## src/regReadPkg.sv

```systemverilog
/*
  Register-read stage package
  Sizes and common types shared by the file, the lanes and the ready table
*/
package regReadPkg;

  // Issue and writeback width of the core
  localparam int numLanes = 4;

  // Physical register file
  localparam int numPhysRegs = 64;
  localparam int physRegW = $clog2(numPhysRegs);

  // Operand width
  localparam int dataW = 32;

  // Entries that hold architectural state out of reset
  localparam int numArchRegs = 32;

  // Branch checkpoints, one mask bit each
  localparam int numCheckpoints = 4;
  localparam int checkpointW = $clog2(numCheckpoints);

  // Physical register tag
  typedef logic [physRegW-1:0] physTagT;

  // Operand value
  typedef logic [dataW-1:0] dataT;

  // Checkpoints an instruction depends on
  typedef logic [numCheckpoints-1:0] maskT;

endpackage
```

## src/readyTable.sv

```systemverilog
/*
  Physical register ready bitmap
  Cleared on unmap, set on result tags, reinitialized on reset and exception
*/
`timescale 1ns/1ns

module readyTable (
  input  logic                                            clk,
  input  logic                                            rstN_i,
  input  logic                                            exception_i,
  input  logic [regReadPkg::numLanes-1:0]                 unmapValid_i,
  input  regReadPkg::physTagT [regReadPkg::numLanes-1:0]  unmapTag_i,
  input  logic [regReadPkg::numLanes-1:0]                 rsrValid_i,
  input  regReadPkg::physTagT [regReadPkg::numLanes-1:0]  rsrTag_i,
  output logic [regReadPkg::numPhysRegs-1:0]              ready_o
);

  import regReadPkg::*;

  logic [numPhysRegs-1:0] readyQ;
  logic [numPhysRegs-1:0] readyNext;

  // Clears first, so a set on the same entry wins
  always_comb
  begin
    readyNext = readyQ;
    for (int k = 0; k < numLanes; k++)
    begin
      if (unmapValid_i[k])
      begin
        readyNext[unmapTag_i[k]] = 1'b0;
      end
    end
    for (int k = 0; k < numLanes; k++)
    begin
      if (rsrValid_i[k])
      begin
        readyNext[rsrTag_i[k]] = 1'b1;
      end
    end
  end

  // Architectural entries ready, renamed ones pending
  always_ff @(posedge clk or negedge rstN_i)
  begin
    if (!rstN_i)
    begin
      for (int i = 0; i < numPhysRegs; i++)
      begin
        readyQ[i] <= (i < numArchRegs);
      end
    end
    else if (exception_i)
    begin
      for (int i = 0; i < numPhysRegs; i++)
      begin
        readyQ[i] <= (i < numArchRegs);
      end
    end
    else
    begin
      readyQ <= readyNext;
    end
  end

  assign ready_o = readyQ;

endmodule

```

## config.mk

```make
export PLATFORM = sky130hd
export DESIGN_NAME = readyTable
export DESIGN_NICKNAME = d
export VERILOG_FILES = /design/src/regReadPkg.sv /design/src/readyTable.sv
export SDC_FILE = /design/constraint.sdc
export NUM_CORES = 1
export LEC_CHECK = 0
export CORE_MARGIN = 2
export CORE_UTILIZATION = 25
export DETAILED_ROUTE_END_ITERATION = 10
export DONT_BUFFER_PORTS = 1
export GPL_ROUTABILITY_DRIVEN = 0
export REMOVE_ABC_BUFFERS = 1
export SETUP_SLACK_MARGIN = 0.02
export SLEW_MARGIN = 20
export SYNTH_ARGS = -nofsm -noshare
export SYNTH_HDL_FRONTEND = slang
export SYNTH_SLANG_ARGS = --single-unit
```

## constraint.sdc

```tcl
create_clock -name clk -period 1 [get_ports clk]
set_input_delay 0.2 -clock clk [delete_from_list [all_inputs] [get_ports clk]]
set_output_delay 0.2 -clock clk [all_outputs]
set_load 0.005 [all_outputs]
```

==> flow_summary.yaml <==
grt:
  global_route.usage.total_pct: 23.7
  number_of_antenna_violations_at_the_first_check_in_global_routing: 0
  gr-total-overflow: 0
  wire_length_of_the_first_global_routing_pass_um: 47500
  first_global_vias: 7432
  grt_start_max_net_pins: 65
sta:
  timing.final.max_slew_violations: 0
  max_slew.worst_pin.slew_ns: 0.562
  worst_setup_margin_ns: -0.335
  fmaxAchievable_mhz: 749
  fin_worst_skew_ns: 0
  setup_viol: 41
  fin_crit_sh_pct: 134
  grt_setup_unrepaired: "yes"
  hold_ws_ns: -0.456
  timing_hold_violations_final: 92
  timing.max_slew.rel_slack_pct: 62.4
  min_period_ns: 1.34
clock_tree:
  cts.path.max_buffers: 2
  clock_tree.htree_level_count: 3
  numCtsBuffers: 9
  clock_tree_from_tritoncts: "yes"
  clock_sinks: 64
  clk_pin_slew_ns: 0.07
  worstSkewPairLatency_ns: 0.33
  ctsRootBufferMaster: "sky130_fd_sc_hd__clkbuf_16"
die:
  i_o_pins: 123
  die_w_um: 164
  initial_core_utilization_pct: 25.4
  die_area_um2: 26900
  placeableCoreArea_um2: 25200
  placement_rows: 58
  floorplan.die.height_um: 164
cells_and_area:
  area.growth.synth_to_final_pct: 31.5
  largest_register_ff_count: 64
  finish.net_count: 974
  layout_commonest_cell: "sky130_fd_sc_hd__buf_4"
  final-instance-count-excl-fill: 1251
  highest_count_cells_in_the_layout_ignoring_fill_and_taps: "sky130_fd_sc_hd__buf_4, sky130_fd_sc_hd__o22ai_1, sky130_fd_sc_hd__a22oi_1, sky130_fd_sc_hd__nand2_1, sky130_fd_sc_hd__nand3_1"
  final_core_util_pct: 33.4
  proportion_of_layout_cells_with_a_drive_suffix_above_1_pct: 33.3
detailed_routing:
  ratio_of_routed_vias_to_standard_cells: 6.54
  wire_per_inst_um: 26.5
  drt_wl_total_um: 33200
  first_iter_violations: 1790
  drt_first_pass_iters: 7
  route.antenna.remaining_nets: 0
  total_via_count_in_the_routed_design: 8182
  post-route-drc-count: 0
yosys:
  synth_ff_type: "sky130_fd_sc_hd__dfstp_2"
  synth.yosys.seq_area_share_pct: 25.7
  ys_seq_elements: 64
  postSynthCellCount: 819
  asyncSetResetFlopFracSynth_pct: 100
  post_synth.cell_area_avg_um2: 7.81
  synth_area_um2: 6390
  post_synth_num_cell_types: 56
  yosys_warnings: 0
  count_of_flip_flops_with_a_built_in_enable_after_synthesis: 0
critical_path:
  crit-reg2reg-capture: "ready_o[7]"
  critical_path.startpoint_type: "flop"
  worst-setup-path-type: "reg -> out"
  worstPathRequired_ns: 0.80
  critical_path.reg2reg.startpoint: "ready_o[7]"
  crit_path_cell_trace: "buf_6 -> buf_6"
  cp.arrival_ns: 1.14
  max_stage_delay_cell_worst_path: "sky130_fd_sc_hd__dfstp_2"
  timing.critical_path.slowest_cell_delay_ns: 0.61
  cpMostUsedCell: "sky130_fd_sc_hd__buf_6"
  worst_setup_path_endpoint: "ready_o[7]"
  ff2ff_path_depth: 3
  worst_setup_path_startpoint: "ready_o[7]"
  critical_path.endpoint_type: "output port"
  ff2ff_setup_slack_ns: -0.22
  critPathMaxFanout: 2
outcome:
  failing_checks: "negative hold slack, negative setup slack"
  status: "finished with violations"
placed_design:
  dpl.hpwl_um: 24900
  placed_cells_incl_taps: 1229
  io_buffers: 0
worst_hold_path:
  holdCritPathClass: "in -> async"
power:
  vdd.ir_drop.worst_uv: 754
  p_total_uw: 7580
  reported_leakage_power_uw: 0.00295
  power_density_nw_per_um2: 902
flow_run:
  maxCapViolations: 0
cell type report:
class,instances,area (um2)
diodes,1,2.50
clock buffers,11,243
clock inverters,5,56.3
fillers,2627,16800
inverters,4,15.0
multi-input cells,630,4280
flip-flops and latches,64,1650
well taps,330,413
repair buffers,206,1750
timing repair:
item                       in CTS  in global routing
setup endpoints to repair      53                 69
buffers inserted                3                  2
gates cloned                    0                  0
hold endpoints to repair       92                 94
gates resized for setup        22                 28
pin swaps                       0                  7
critical path, delay by kind of cell, from the launching register on:
family                 cells  cell delay (ns)
flip-flops                 1             0.61
buffers and inverters      2             0.20
routing by layer:
| metal | global-route usage (%) | up-vias | part of all wire [%] |
|---|---|---|---|
| met5 | 0 | - | 0 |
| met4 | 8.61 | 0 | 4.6 |
| met3 | 11.0 | 138 | 19 |
| met2 | 32.9 | 781 | 39 |
| met1 | 31.8 | 3833 | 37 |
| li1 | - | 3430 | - |
power breakdown:
group          leakage [uW]  internal, uW  total, uW  switching (uW)
clock network      0.000146          1990       3230            1240
logic               0.00204           744       1570             825
registers          0.000772          2690       2780            88.8
worst min-delay path by stage:
stage,startpoint,to,slack [ns]
after floorplan,rstN_i,ready_o[32],-0.1
after global placement,rstN_i,ready_o[51],-0.09
after detailed placement,rstN_i,ready_o[59],-0.09
after CTS,rstN_i,ready_o[60],-0.45
after global routing,rstN_i,ready_o[60],-0.46
final,rstN_i,ready_o[60],-0.46
stage by stage:
step / area (um2) / worst slack (ns) / hold slack [ns] / setup TNS, ns
finish: 8410 / -0.335 / -0.456 / -4.52
global route: 8410 / -0.330 / -0.459 / -5.08
CTS: 8300 / -0.313 / -0.453 / -4.64
detailed placement: 7900 / -0.398 / -0.0915 / -15.36
global placement: 7900 / -0.400 / -0.0920 / -15.00
floorplan: 5830 / -0.416 / -0.0956 / -11.49
cells in the mapped netlist (all sizes together), types with 3 or more instances:
cell type	n	area share [%]
a21oi	22	1.7
a222oi	3	0.47
a22oi	76	8.9
and3	4	0.39
and3b	12	1.6
and4b	11	1.7
and4bb	5	1.0
buf	54	4.8
clkbuf	67	4.0
dfrtp	32	13
dfstp	32	13
inv	4	0.23
nand2	62	3.6
nand2b	5	0.49
nand3	38	3.0
nand3b	20	2.3
nand4	23	2.6
nand4b	17	2.3
nand4bb	12	2.1
nor2	33	1.9
nor3	37	3.0
nor3b	12	2.2
nor4b	5	1.1
nor4bb	7	1.1
o2111ai	4	0.55
o211ai	3	0.35
o21ai	32	2.7
o22ai	139	14
o32ai	3	0.41
o41ai	3	0.41
or3	8	0.78
or3b	15	2.1
or4b	7	1.1
kinds of logic after synthesis:
logic type	share of synthesized area (%)
AND/OR/NAND/NOR	35.3
AO/OA/AOI/OAI	30.0
buffers and inverters	9.04
flip-flops	25.7
Power figures use the tool's default switching activity.
