==> config.mk <==
export PLATFORM = sky130hd
export DESIGN_NAME = laneOperandRead
export DESIGN_NICKNAME = d
export VERILOG_FILES = /design/src/regReadPkg.sv /design/src/laneOperandRead.sv
export SDC_FILE = /design/constraint.sdc
export NUM_CORES = 1
export LEC_CHECK = 0
export ABC_CLOCK_PERIOD_IN_PS = 1350
export BUFFER_PORTS_ARGS = -buffer_cell sky130_fd_sc_hd__buf_2
export CELL_PAD_IN_SITES_DETAIL_PLACEMENT = 0
export CELL_PAD_IN_SITES_GLOBAL_PLACEMENT = 1
export CORE_MARGIN = 3
export CORE_UTILIZATION = 23
export DETAILED_ROUTE_END_ITERATION = 16
export PLACE_DENSITY = 0.84
export REMOVE_ABC_BUFFERS = 1
export SLEW_MARGIN = 5
export SYNTH_ARGS = -nofsm -noshare
export SYNTH_HDL_FRONTEND = slang
export SYNTH_SLANG_ARGS = --single-unit
==> constraint.sdc <==
create_clock -name vclk -period 1.35
set_input_delay 0.135 -clock vclk [all_inputs]
set_output_delay 0.135 -clock vclk [all_outputs]
set_load 0.005 [all_outputs]
==> src/regReadPkg.sv <==
/*
  Register-read stage package
  Sizes and common types shared by the file, the lanes and the ready table
*/
package regReadPkg;

  // Issue and writeback width of the core
  localparam int numLanes = 4;

  // Physical register file
  localparam int numPhysRegs = 64;
  localparam int physRegW = $clog2(numPhysRegs);

  // Operand width
  localparam int dataW = 32;

  // Entries that hold architectural state out of reset
  localparam int numArchRegs = 32;

  // Branch checkpoints, one mask bit each
  localparam int numCheckpoints = 4;
  localparam int checkpointW = $clog2(numCheckpoints);

  // Physical register tag
  typedef logic [physRegW-1:0] physTagT;

  // Operand value
  typedef logic [dataW-1:0] dataT;

  // Checkpoints an instruction depends on
  typedef logic [numCheckpoints-1:0] maskT;

endpackage
==> src/laneOperandRead.sv <==
/*
  Operand read for one issue lane
  Writeback bypass per source and squash of the valid on a mispredict
*/
`timescale 1ns/1ns

module laneOperandRead (
  input  regReadPkg::physTagT                             src1_i,
  input  regReadPkg::physTagT                             src2_i,
  input  regReadPkg::dataT                                fileData1_i,
  input  regReadPkg::dataT                                fileData2_i,
  input  logic                                            valid_i,
  input  regReadPkg::maskT                                mask_i,
  input  logic [regReadPkg::numLanes-1:0]                 wbValid_i,
  input  regReadPkg::physTagT [regReadPkg::numLanes-1:0]  wbDest_i,
  input  regReadPkg::dataT [regReadPkg::numLanes-1:0]     wbData_i,
  input  logic                                            ctrlVerified_i,
  input  logic                                            ctrlMispredict_i,
  input  logic [regReadPkg::checkpointW-1:0]              ctrlCheckpoint_i,
  output logic                                            valid_o,
  output regReadPkg::dataT                                data1_o,
  output regReadPkg::dataT                                data2_o
);

  import regReadPkg::*;

  logic [numLanes-1:0] match1;
  logic [numLanes-1:0] match2;
  logic squash;

  // One-hot, since writeback destinations differ within a cycle
  always_comb
  begin
    for (int k = 0; k < numLanes; k++)
    begin
      match1[k] = wbValid_i[k] && (wbDest_i[k] == src1_i);
      match2[k] = wbValid_i[k] && (wbDest_i[k] == src2_i);
    end
  end

  // File value unless a writeback lane hits
  always_comb
  begin
    data1_o = fileData1_i;
    data2_o = fileData2_i;
    for (int k = 0; k < numLanes; k++)
    begin
      if (match1[k])
      begin
        data1_o = wbData_i[k];
      end
      if (match2[k])
      begin
        data2_o = wbData_i[k];
      end
    end
  end

  // Kill instructions younger than the mispredicted branch
  assign squash = ctrlVerified_i && ctrlMispredict_i && mask_i[ctrlCheckpoint_i];
  assign valid_o = valid_i && !squash;

endmodule

==> run summary, run 1 <==
RSZ-0062 raised after global routing -> true
drc violations -> 0
crit end category -> output port
Clock buffer cells -> 0
main combinational cell family by area after synthesis -> compound AO/OA/AOI/OAI gates
die area -> 16620 µm²
endpoints failing setup -> 64
failing checks -> negative setup slack
Worst Tran Pin Value -> 0.4628 ns
Avg Inst Size Synth -> 6.558 µm²
critical path type -> primary input to output port
Final Hold Slack -> 0.5155 ns
vias after detailed routing -> 6509
Power Density -> 261.3 nW/µm²
floorplan core area -> 14640 µm²
LEAKAGE -> 3.308 nW
Routed WL -> 26860 µm
Register Area -> 0 µm²
DR pass1 iterations -> 5
setup TNS -> -34.68 ns
post-synthesis cell count -> 530
relative slew slack -> 0.6914
Slew Limit Fails -> 0
Psw -> 0.001024 W
hold path endpoint -> valid_o
Initial Util -> 0.2374
gpl congestion -> 0.9726
critical path peak fanout -> 4
Yosys cell types -> 37
status -> finished, violations left
cell mode on critical path -> buf_8
final count of hold timing violations -> 0
post-DP HPWL -> 17110 µm
clock share of power -> 0
total number of sequential cells -> 0
fin crit period -> 2.002 ns
WP data required -> 1.22 ns
hold wc startpoint -> ctrlMispredict_i
Mapped Area -> 3476 µm²
Final Power -> 0.002063 W
share of layout cells above drive strength 1 -> 0.6749
GR Util All Layers -> 0.2691
synth top area cells -> a221oi_1, a31oi_1, o31ai_1
number of global-route vias before repair -> 6182
Yosys top cell by area -> a221oi_1
GRT overflow -> 0
Sw Share -> 0.4962
yosys warns -> 0
Synth Area in Adders -> 0
Post-CTS Hold Buffers -> 0
post-synthesis mux area share -> 0.006479
Gate power share -> 1.000
family with the most delay on the worst path -> buffers and inverters
top post-synthesis cells by count -> nor3_1, nor2_1, a31oi_1, a221oi_1, o31ai_1
Final nets -> 1138
initial drt markers -> 665
WL/cell -> 24.89 µm
n_diodes -> 0
Worst path depth -> 10
vias per inst -> 6.032
post-synthesis sequential area ratio -> 0
first-pass GRT wire length -> 35160 µm
Post-Synth Simple-Gate Area -> 0.3146
P&R area growth vs syn -> 127.2%
Port Buffer Count -> 306
WP buf/inv -> 5
fmax -> 499.6 MHz
antenna violations before repair -> 1
largest net degree at the start of global routing -> 34
post-synthesis xor/xnor area fraction -> 0.1210
Final Worst Setup Slack -> -0.6516 ns
Final Instance Count excl. Fillers -> 1079
Peak VDD IR -> 0.2026 mV
row cnt -> 44
crit path cell chain -> buf_8 -> xor2_4 -> nor4b_4 -> and2b_2 -> buf_8 -> buf_6 -> buf_4 -> a311oi_2 -> o311ai_1 -> buf_2
placed insts -> 1021
die width -> 128.9 µm
Die Y -> 128.9 µm
most frequent cell after synthesis -> nor3_1
post-synthesis compound-gate area fraction -> 0.4323
final core area utilization -> 0.5392
CP arrival -> 1.87 ns
slowest stage delay, CP -> 0.32 ns
remaining antenna violation count -> 0
Critical Path Start Type -> primary input
Crit-path slowest cell -> nor4b_4
Tcrit/Tclk final -> 1.483
IO Pins -> 306
Int Power -> 0.001039 W
max_cap viols -> 0
hold crit path type -> primary input to output port
Reg power frac -> 0
post-synth top area share -> 0.1562
worst hold stages -> 3
[final cells by class]
| class | count | area (µm²) |
|---|---|---|
| repair buffers | 427 | 3276 |
| multi-input cells | 435 | 4267 |
| fillers | 1332 | 6748 |
| well taps | 184 | 230.2 |
| inverters | 33 | 123.9 |
[what timing repair did]
| action | CTS | global route |
|---|---|---|
| resized for setup | 172 | 93 |
| setup endpoints to repair | 64 | 64 |
| buffers inserted | 18 | 34 |
| endpoints found under the hold margin | 0 | 0 |
| pin swaps | 83 | 51 |
| gates cloned | 11 | 3 |
[worst max path at each step]
stage	start	endpoint	slack, ns
global route	wbDest_i[10]	data1_o[30]	-0.72
finish	wbDest_i[10]	data1_o[30]	-0.65
floorplan	src1_i[1]	data1_o[30]	-1.64
global placement	src1_i[0]	data1_o[1]	-0.70
CTS	src2_i[3]	data2_o[7]	-0.57
detailed placement	src1_i[0]	data1_o[1]	-0.70
[cell families after synthesis]
kind of cell | count (synthesis)
AO/OA/AOI/OAI | 193
AND/OR/NAND/NOR | 193
XOR/XNOR | 48
buffers and inverters | 95
multiplexers | 1
[metal layers]
layer / GRT usage / vias up / share of wire
li1: - / 2807 / -
met3: 0.06310 / 103 / 0.11
met5: 0 / - / 0.00026
met4: 0.1025 / 2 / 0.041
met1: 0.3273 / 3048 / 0.36
met2: 0.4595 / 549 / 0.49
[layout by cell type (no fill, tap or decap), types with 33 or more instances in the layout]
cell / count
buf_6: 34
nor2_1: 63
a31oi_1: 47
o31ai_1: 35
buf_4: 53
nor3_1: 63
buf_12: 33
inv_1: 33
buf_2: 289
a221oi_2: 39
[per-stage QoR]
stage / instance area, µm² / setup slack (ns)
2_1_floorplan: 3163 / -1.636
3_3_place_gp: 5657 / -0.6974
3_5_place_dp: 5657 / -0.6977
4_1_cts: 7008 / -0.5668
5_1_grt: 7896 / -0.7212
6_report: 7896 / -0.6516
[power by group through the flow]
stage	logic (W)	clock network, W	registers (W)
2_1_floorplan	0.000606	0	0
3_3_place_gp	0.00151	0	0
3_5_place_dp	0.00151	0	0
4_1_cts	0.00179	0	0
5_1_grt	0.00216	0	0
6_report	0.00206	0	0
(Power assumes the default switching activity.)
==> inputs of run 2 (changes only) <==
ABC_AREA = 1   (was default)
PLACE_DENSITY = 0.81   (was 0.84)
==> run 2 against run 1 <==
The flow still finishes with violations (negative setup slack); first-iteration DRC count down 35%; routed wire length up 15%; synthesized cell count up 85%; core utilization down 6.8 points; critical endpoint is now data1_o[10]; largest power group unchanged.
==> run summary, run 2 <==
vias per inst -> 4.929
post-DP HPWL -> 20130 µm
relative slew slack -> 0.7307
Port Buffer Count -> 306
CP arrival -> 1.57 ns
placed inst area -> 6709 µm²
gpl congestion -> 0.9087
post-synth top area share -> 0.3258
P&R area growth vs syn -> 97.44%
largest net degree at the start of global routing -> 37
first-pass GRT wire length -> 45630 µm
DR pass1 iterations -> 7
floorplan core area -> 19020 µm²
die width -> 146.5 µm
gr busiest metal -> met2
Worst Tran Pin Value -> 0.4040 ns
commonest non-fill, non-tap cell in the layout -> nand2_1
Peak VDD IR -> 0.1656 mV
share of layout cells above drive strength 1 -> 0.4863
number of global-route vias before repair -> 7802
Routed WL -> 30880 µm
failing checks -> negative setup slack
fin crit period -> 1.709 ns
Mapped Area -> 4539 µm²
die area -> 21460 µm²
met1 Use GR -> 0.3473
critical path peak fanout -> 6
Die Y -> 146.5 µm
WL/cell -> 19.17 µm
yosys warns -> 0
Power Density -> 256.7 nW/µm²
antenna violations before repair -> 3
Clock buffer cells -> 0
LEAKAGE -> 4.909 nW
post-synthesis cell count -> 983
most frequent cell after synthesis -> nand2_1
Critical Path Start Type -> primary input
final count of hold timing violations -> 0
Initial Util -> 0.2387
GRT overflow -> 0
critical path type -> primary input to output port
placed insts -> 1543
max_cap viols -> 0
Yosys cell types -> 31
top post-synthesis cells by count -> nand2_1, nand3_1, inv_1, a21oi_1, nor2_1
Final Instance Count excl. Fillers -> 1611
Avg Inst Size Synth -> 4.618 µm²
endpoints failing setup -> 64
Final Hold Slack -> 0.5406 ns
grt met3 use -> 0.03973
total number of sequential cells -> 0
RSZ-0062 raised after global routing -> true
vias after detailed routing -> 7941
IO Pins -> 306
remaining antenna violation count -> 0
Yosys top cell by area -> nand2_1
initial drt markers -> 432
crit end category -> output port
Register Area -> 0 µm²
worst slack at placement -> -0.3971 ns
post-route cell area -> 8962 µm²
drc violations -> 0
WP data required -> 1.22 ns
fmax -> 585.2 MHz
post-synthesis sequential area ratio -> 0
Tcrit/Tclk final -> 1.266
fill count -> 2041
row cnt -> 50
worst hold stages -> 4
Slew Limit Fails -> 0
Final Worst Setup Slack -> -0.3589 ns
status -> finished, violations left
GR Util All Layers -> 0.2708
hold crit path type -> primary input to output port
most frequent cells in the layout -> nand2_1, buf_2, inv_1
Final nets -> 1592
GR Layer Usage met2 -> 0.4721
synth top area cells -> nand2_1, nand3_1, inv_1
==> run 2: cell count changes in the layout (fill, tap and decap cells not counted), moves of 26 or more <==
| cell | delta |
|---|---|
| nand2_1 | +351 |
| nand3_1 | +79 |
| inv_1 | +51 |
| nand3_2 | +47 |
| a31oi_1 | -46 |
| inv_2 | +43 |
| a21oi_1 | +39 |
| a221oi_2 | -39 |
| nand2_2 | +35 |
| o31ai_1 | -35 |
| nor3_1 | -31 |
| a21oi_2 | +29 |
| and2_2 | -29 |
| buf_4 | -26 |
==> run 2: cell families after synthesis <==
| logic type | after synthesis | share of synthesized area |
|---|---|---|
| AO/OA/AOI/OAI | 151 | 0.1880 |
| XOR/XNOR | 5 | 0.009649 |
| buffers and inverters | 203 | 0.1971 |
| AND/OR/NAND/NOR | 624 | 0.6053 |
==> run 2: report_power, final <==
group          switching [W]    internal [W]
combinational        0.00122         0.00108
clock                      0  0.000000000198
sequential                 0               0
total                0.00122         0.00108
==> run 2: what timing repair did <==
action,4_1_cts,5_1_grt
buffers inserted,36,4
endpoints found under the setup margin,64,64
gates resized for setup,277,73
pin swaps,81,43
hold buffers,0,0
gates cloned,29,2
==> run 2: worst max-delay path, stage by stage <==
cell	delay, ns
buf_2	0.11
inv_1	0.06
nand2_1	0.05
nand2_1	0.06
nor2_2	0.16
nand2_2	0.10
nor2_4	0.15
buf_6	0.14
inv_8	0.06
buf_12	0.15
nand3_1	0.09
nand2_1	0.06
nand2_1	0.07
nand2_1	0.06
buf_2	0.12
==> run 2: area by class of cell <==
cell class | instances | area [µm²] | area share
Tap cell | 260 | 325.3 | 0.03630
Inverter | 143 | 603.1 | 0.06729
Timing Repair inverter | 3 | 70.07 | 0.007818
Multi-Input combinational cell | 780 | 4348 | 0.4851
Antenna cell | 2 | 5.005 | 0.0005584
Timing Repair Buffer | 423 | 3611 | 0.4029
==> run 2: metrics by stage <==
| step | total power, W | util | TNS, ns |
|---|---|---|---|
| 2_1_floorplan | 0.0007487 | - | -47.46 |
| 3_3_place_gp | 0.001738 | 0.3528 | -20.50 |
| 3_5_place_dp | 0.001740 | 0.3528 | -21.20 |
| 4_1_cts | 0.002198 | 0.4569 | -19.34 |
| 5_1_grt | 0.002495 | 0.4713 | -25.63 |
| 6_report | 0.002300 | 0.4713 | -20.05 |
==> run 2: final timing paths <==
| path | startpoint | to | slack (ns) |
|---|---|---|---|
| worst max-delay path | wbDest_i[7] | data1_o[10] | -0.36 |
| worst min-delay path | wbData_i[114] | data1_o[18] | 0.54 |
==> run 2: layer usage <==
layer / vias to the layer above / routed length (µm) / share of wire
li1: 3857 / - / -
met1: 3552 / 12510 / 0.41
met2: 446 / 14670 / 0.47
met3: 84 / 2605 / 0.084
met4: 2 / 1078 / 0.035
met5: - / 12 / 0.00039
==> inputs of run 3 (changes only) <==
MAX_ROUTING_LAYER = met4   (was default)
==> run 3 against run 2 <==
The run still ends with negative setup slack left; non-clock buffer count decreased by 19; sequential share of layout area unchanged; total power increased by 10%; design area increased by 6.5%; largest cell class unchanged; sequential cell count unchanged; maximum frequency increased by 0.13%; combinational power increased by 10%.
==> run summary, run 3 (same netlist as run 2, synthesis figures left out) <==
critical path peak fanout -> 7
max_cap viols -> 0
Port Buffer Count -> 306
Crit-path slowest cell -> nor2_4
Peak VDD IR -> 0.1566 mV
failing checks -> negative setup slack
met1 Use GR -> 0.3238
CP arrival -> 1.57 ns
vias after detailed routing -> 8144
grt met3 use -> 0.02173
P&R area growth vs syn -> 110.4%
Slew Limit Fails -> 0
antenna violations before repair -> 1
crit end category -> output port
Power Density -> 266.0 nW/µm²
total number of sequential cells -> 0
hold crit path type -> primary input to output port
initial drt markers -> 639
Die Y -> 146.5 µm
endpoints failing setup -> 64
first-pass GRT wire length -> 42160 µm
commonest non-fill, non-tap cell in the layout -> nand2_1
largest net degree at the start of global routing -> 37
number of global-route vias before repair -> 7368
most frequent cells in the layout -> nand2_1, buf_2, nand3_2
LEAKAGE -> 5.012 nW
Reg power frac -> 0
Tcrit/Tclk final -> 1.264
Post-CTS Hold Buffers -> 0
WP data required -> 1.22 ns
status -> finished, violations left
DR pass1 iterations -> 6
Gate power share -> 1.000
Int Power -> 0.001180 W
final count of hold timing violations -> 0
Final nets -> 1572
final core area utilization -> 0.5021
GR Util All Layers -> 0.2533
Routed WL -> 32350 µm
die area -> 21460 µm²
RSZ-0062 raised after global routing -> true
share of layout cells above drive strength 1 -> 0.5553
remaining antenna violation count -> 0
Register Area -> 0 µm²
slowest stage delay, CP -> 0.21 ns
fmax -> 585.9 MHz
vias per inst -> 5.119
drc violations -> 0
gr busiest metal -> met2
IO Pins -> 306
relative slew slack -> 0.7913
Initial Util -> 0.2387
Worst Tran Pin Value -> 0.3128 ns
post-DP HPWL -> 20140 µm
Clock buffer cells -> 0
row cnt -> 50
GRT overflow -> 0
Final Power -> 0.002540 W
Critical Path Start Type -> primary input
Sw Share -> 0.5356
Psw -> 0.001361 W
critical path type -> primary input to output port
clock share of power -> 0
fin crit period -> 1.707 ns
GR Layer Usage met2 -> 0.4348
floorplan core area -> 19020 µm²
die width -> 146.5 µm
setup TNS -> -19.41 ns
Final Worst Setup Slack -> -0.3567 ns
cell mode on critical path -> nand2_1
gpl congestion -> 0.8874
crit path cell chain -> buf_4 -> nand2_2 -> nand2_1 -> nor2_1 -> nand2_1 -> nor2_4 -> clkinv_4 -> clkbuf_16 -> nand3_2 -> nand2_1 -> nand2_1 -> nand2_1 -> buf_2
WL/cell -> 20.33 µm
run 3: changes by cell type in the layout (fill, tap and decap cells not counted), sizes merged:
cell | before | now
buf | 418 | 390
clkinv | 2 | 6
clkbuf | 4 | 14
bufbuf | 1 | 0
inv | 144 | 139
run 3: final timing paths:
check | start | endpoint | slack, ns | cells after the start
hold / removal | wbData_i[114] | data1_o[18] | 0.54 | 4
setup / recovery | src1_i[1] | data1_o[30] | -0.36 | 13
run 3: area by class of cell:
type | count | area, µm²
fillers | 1961 | 9469
repair buffers | 404 | 3545
repair inverters | 2 | 27.53
inverters | 143 | 650.6
well taps | 260 | 325.3
diodes | 2 | 5.005
multi-input cells | 780 | 4996
run 3: timing repair:
item / 4_1_cts / 5_1_grt
pin swaps: 64 / 167
cloned: 14 / 16
gates resized for setup: 253 / 249
buffers inserted: 11 / 9
endpoints found under the setup margin: 64 / 64
run 3: per-stage QoR:
stage | hold WS, ns | worst slack, ns | instance area [µm²] | instances
2_1_floorplan | 0.3373 | -0.8867 | 4184 | 923
3_3_place_gp | 0.5458 | -0.4046 | 6739 | 1542
3_5_place_dp | 0.5486 | -0.3900 | 6739 | 1542
4_1_cts | 0.5453 | -0.3128 | 7989 | 1567
5_1_grt | 0.5570 | -0.4279 | 9547 | 1590
6_report | 0.5416 | -0.3567 | 9549 | 1591
run 3: power by group through the flow:
stage          Combinational (W)  Sequential [W]        Clock [W]
2_1_floorplan           0.000749               0                0
3_3_place_gp             0.00176               0                0
3_5_place_dp             0.00176               0                0
4_1_cts                  0.00210               0                0
5_1_grt                  0.00273               0  0.0000000000990
6_report                 0.00254               0   0.000000000198
run 3: worst max-delay path, delay by kind of cell:
kind                   cells  cell delay (ns)
and+or+nand+nor            9             0.79
buffers and inverters      4             0.64
run 3: routing by layer:
metal	vias to the layer above	wire length, µm
met3	95	2342
met1	3741	13300
met2	484	15730
met4	0	972
li1	3824	-
met5	-	0
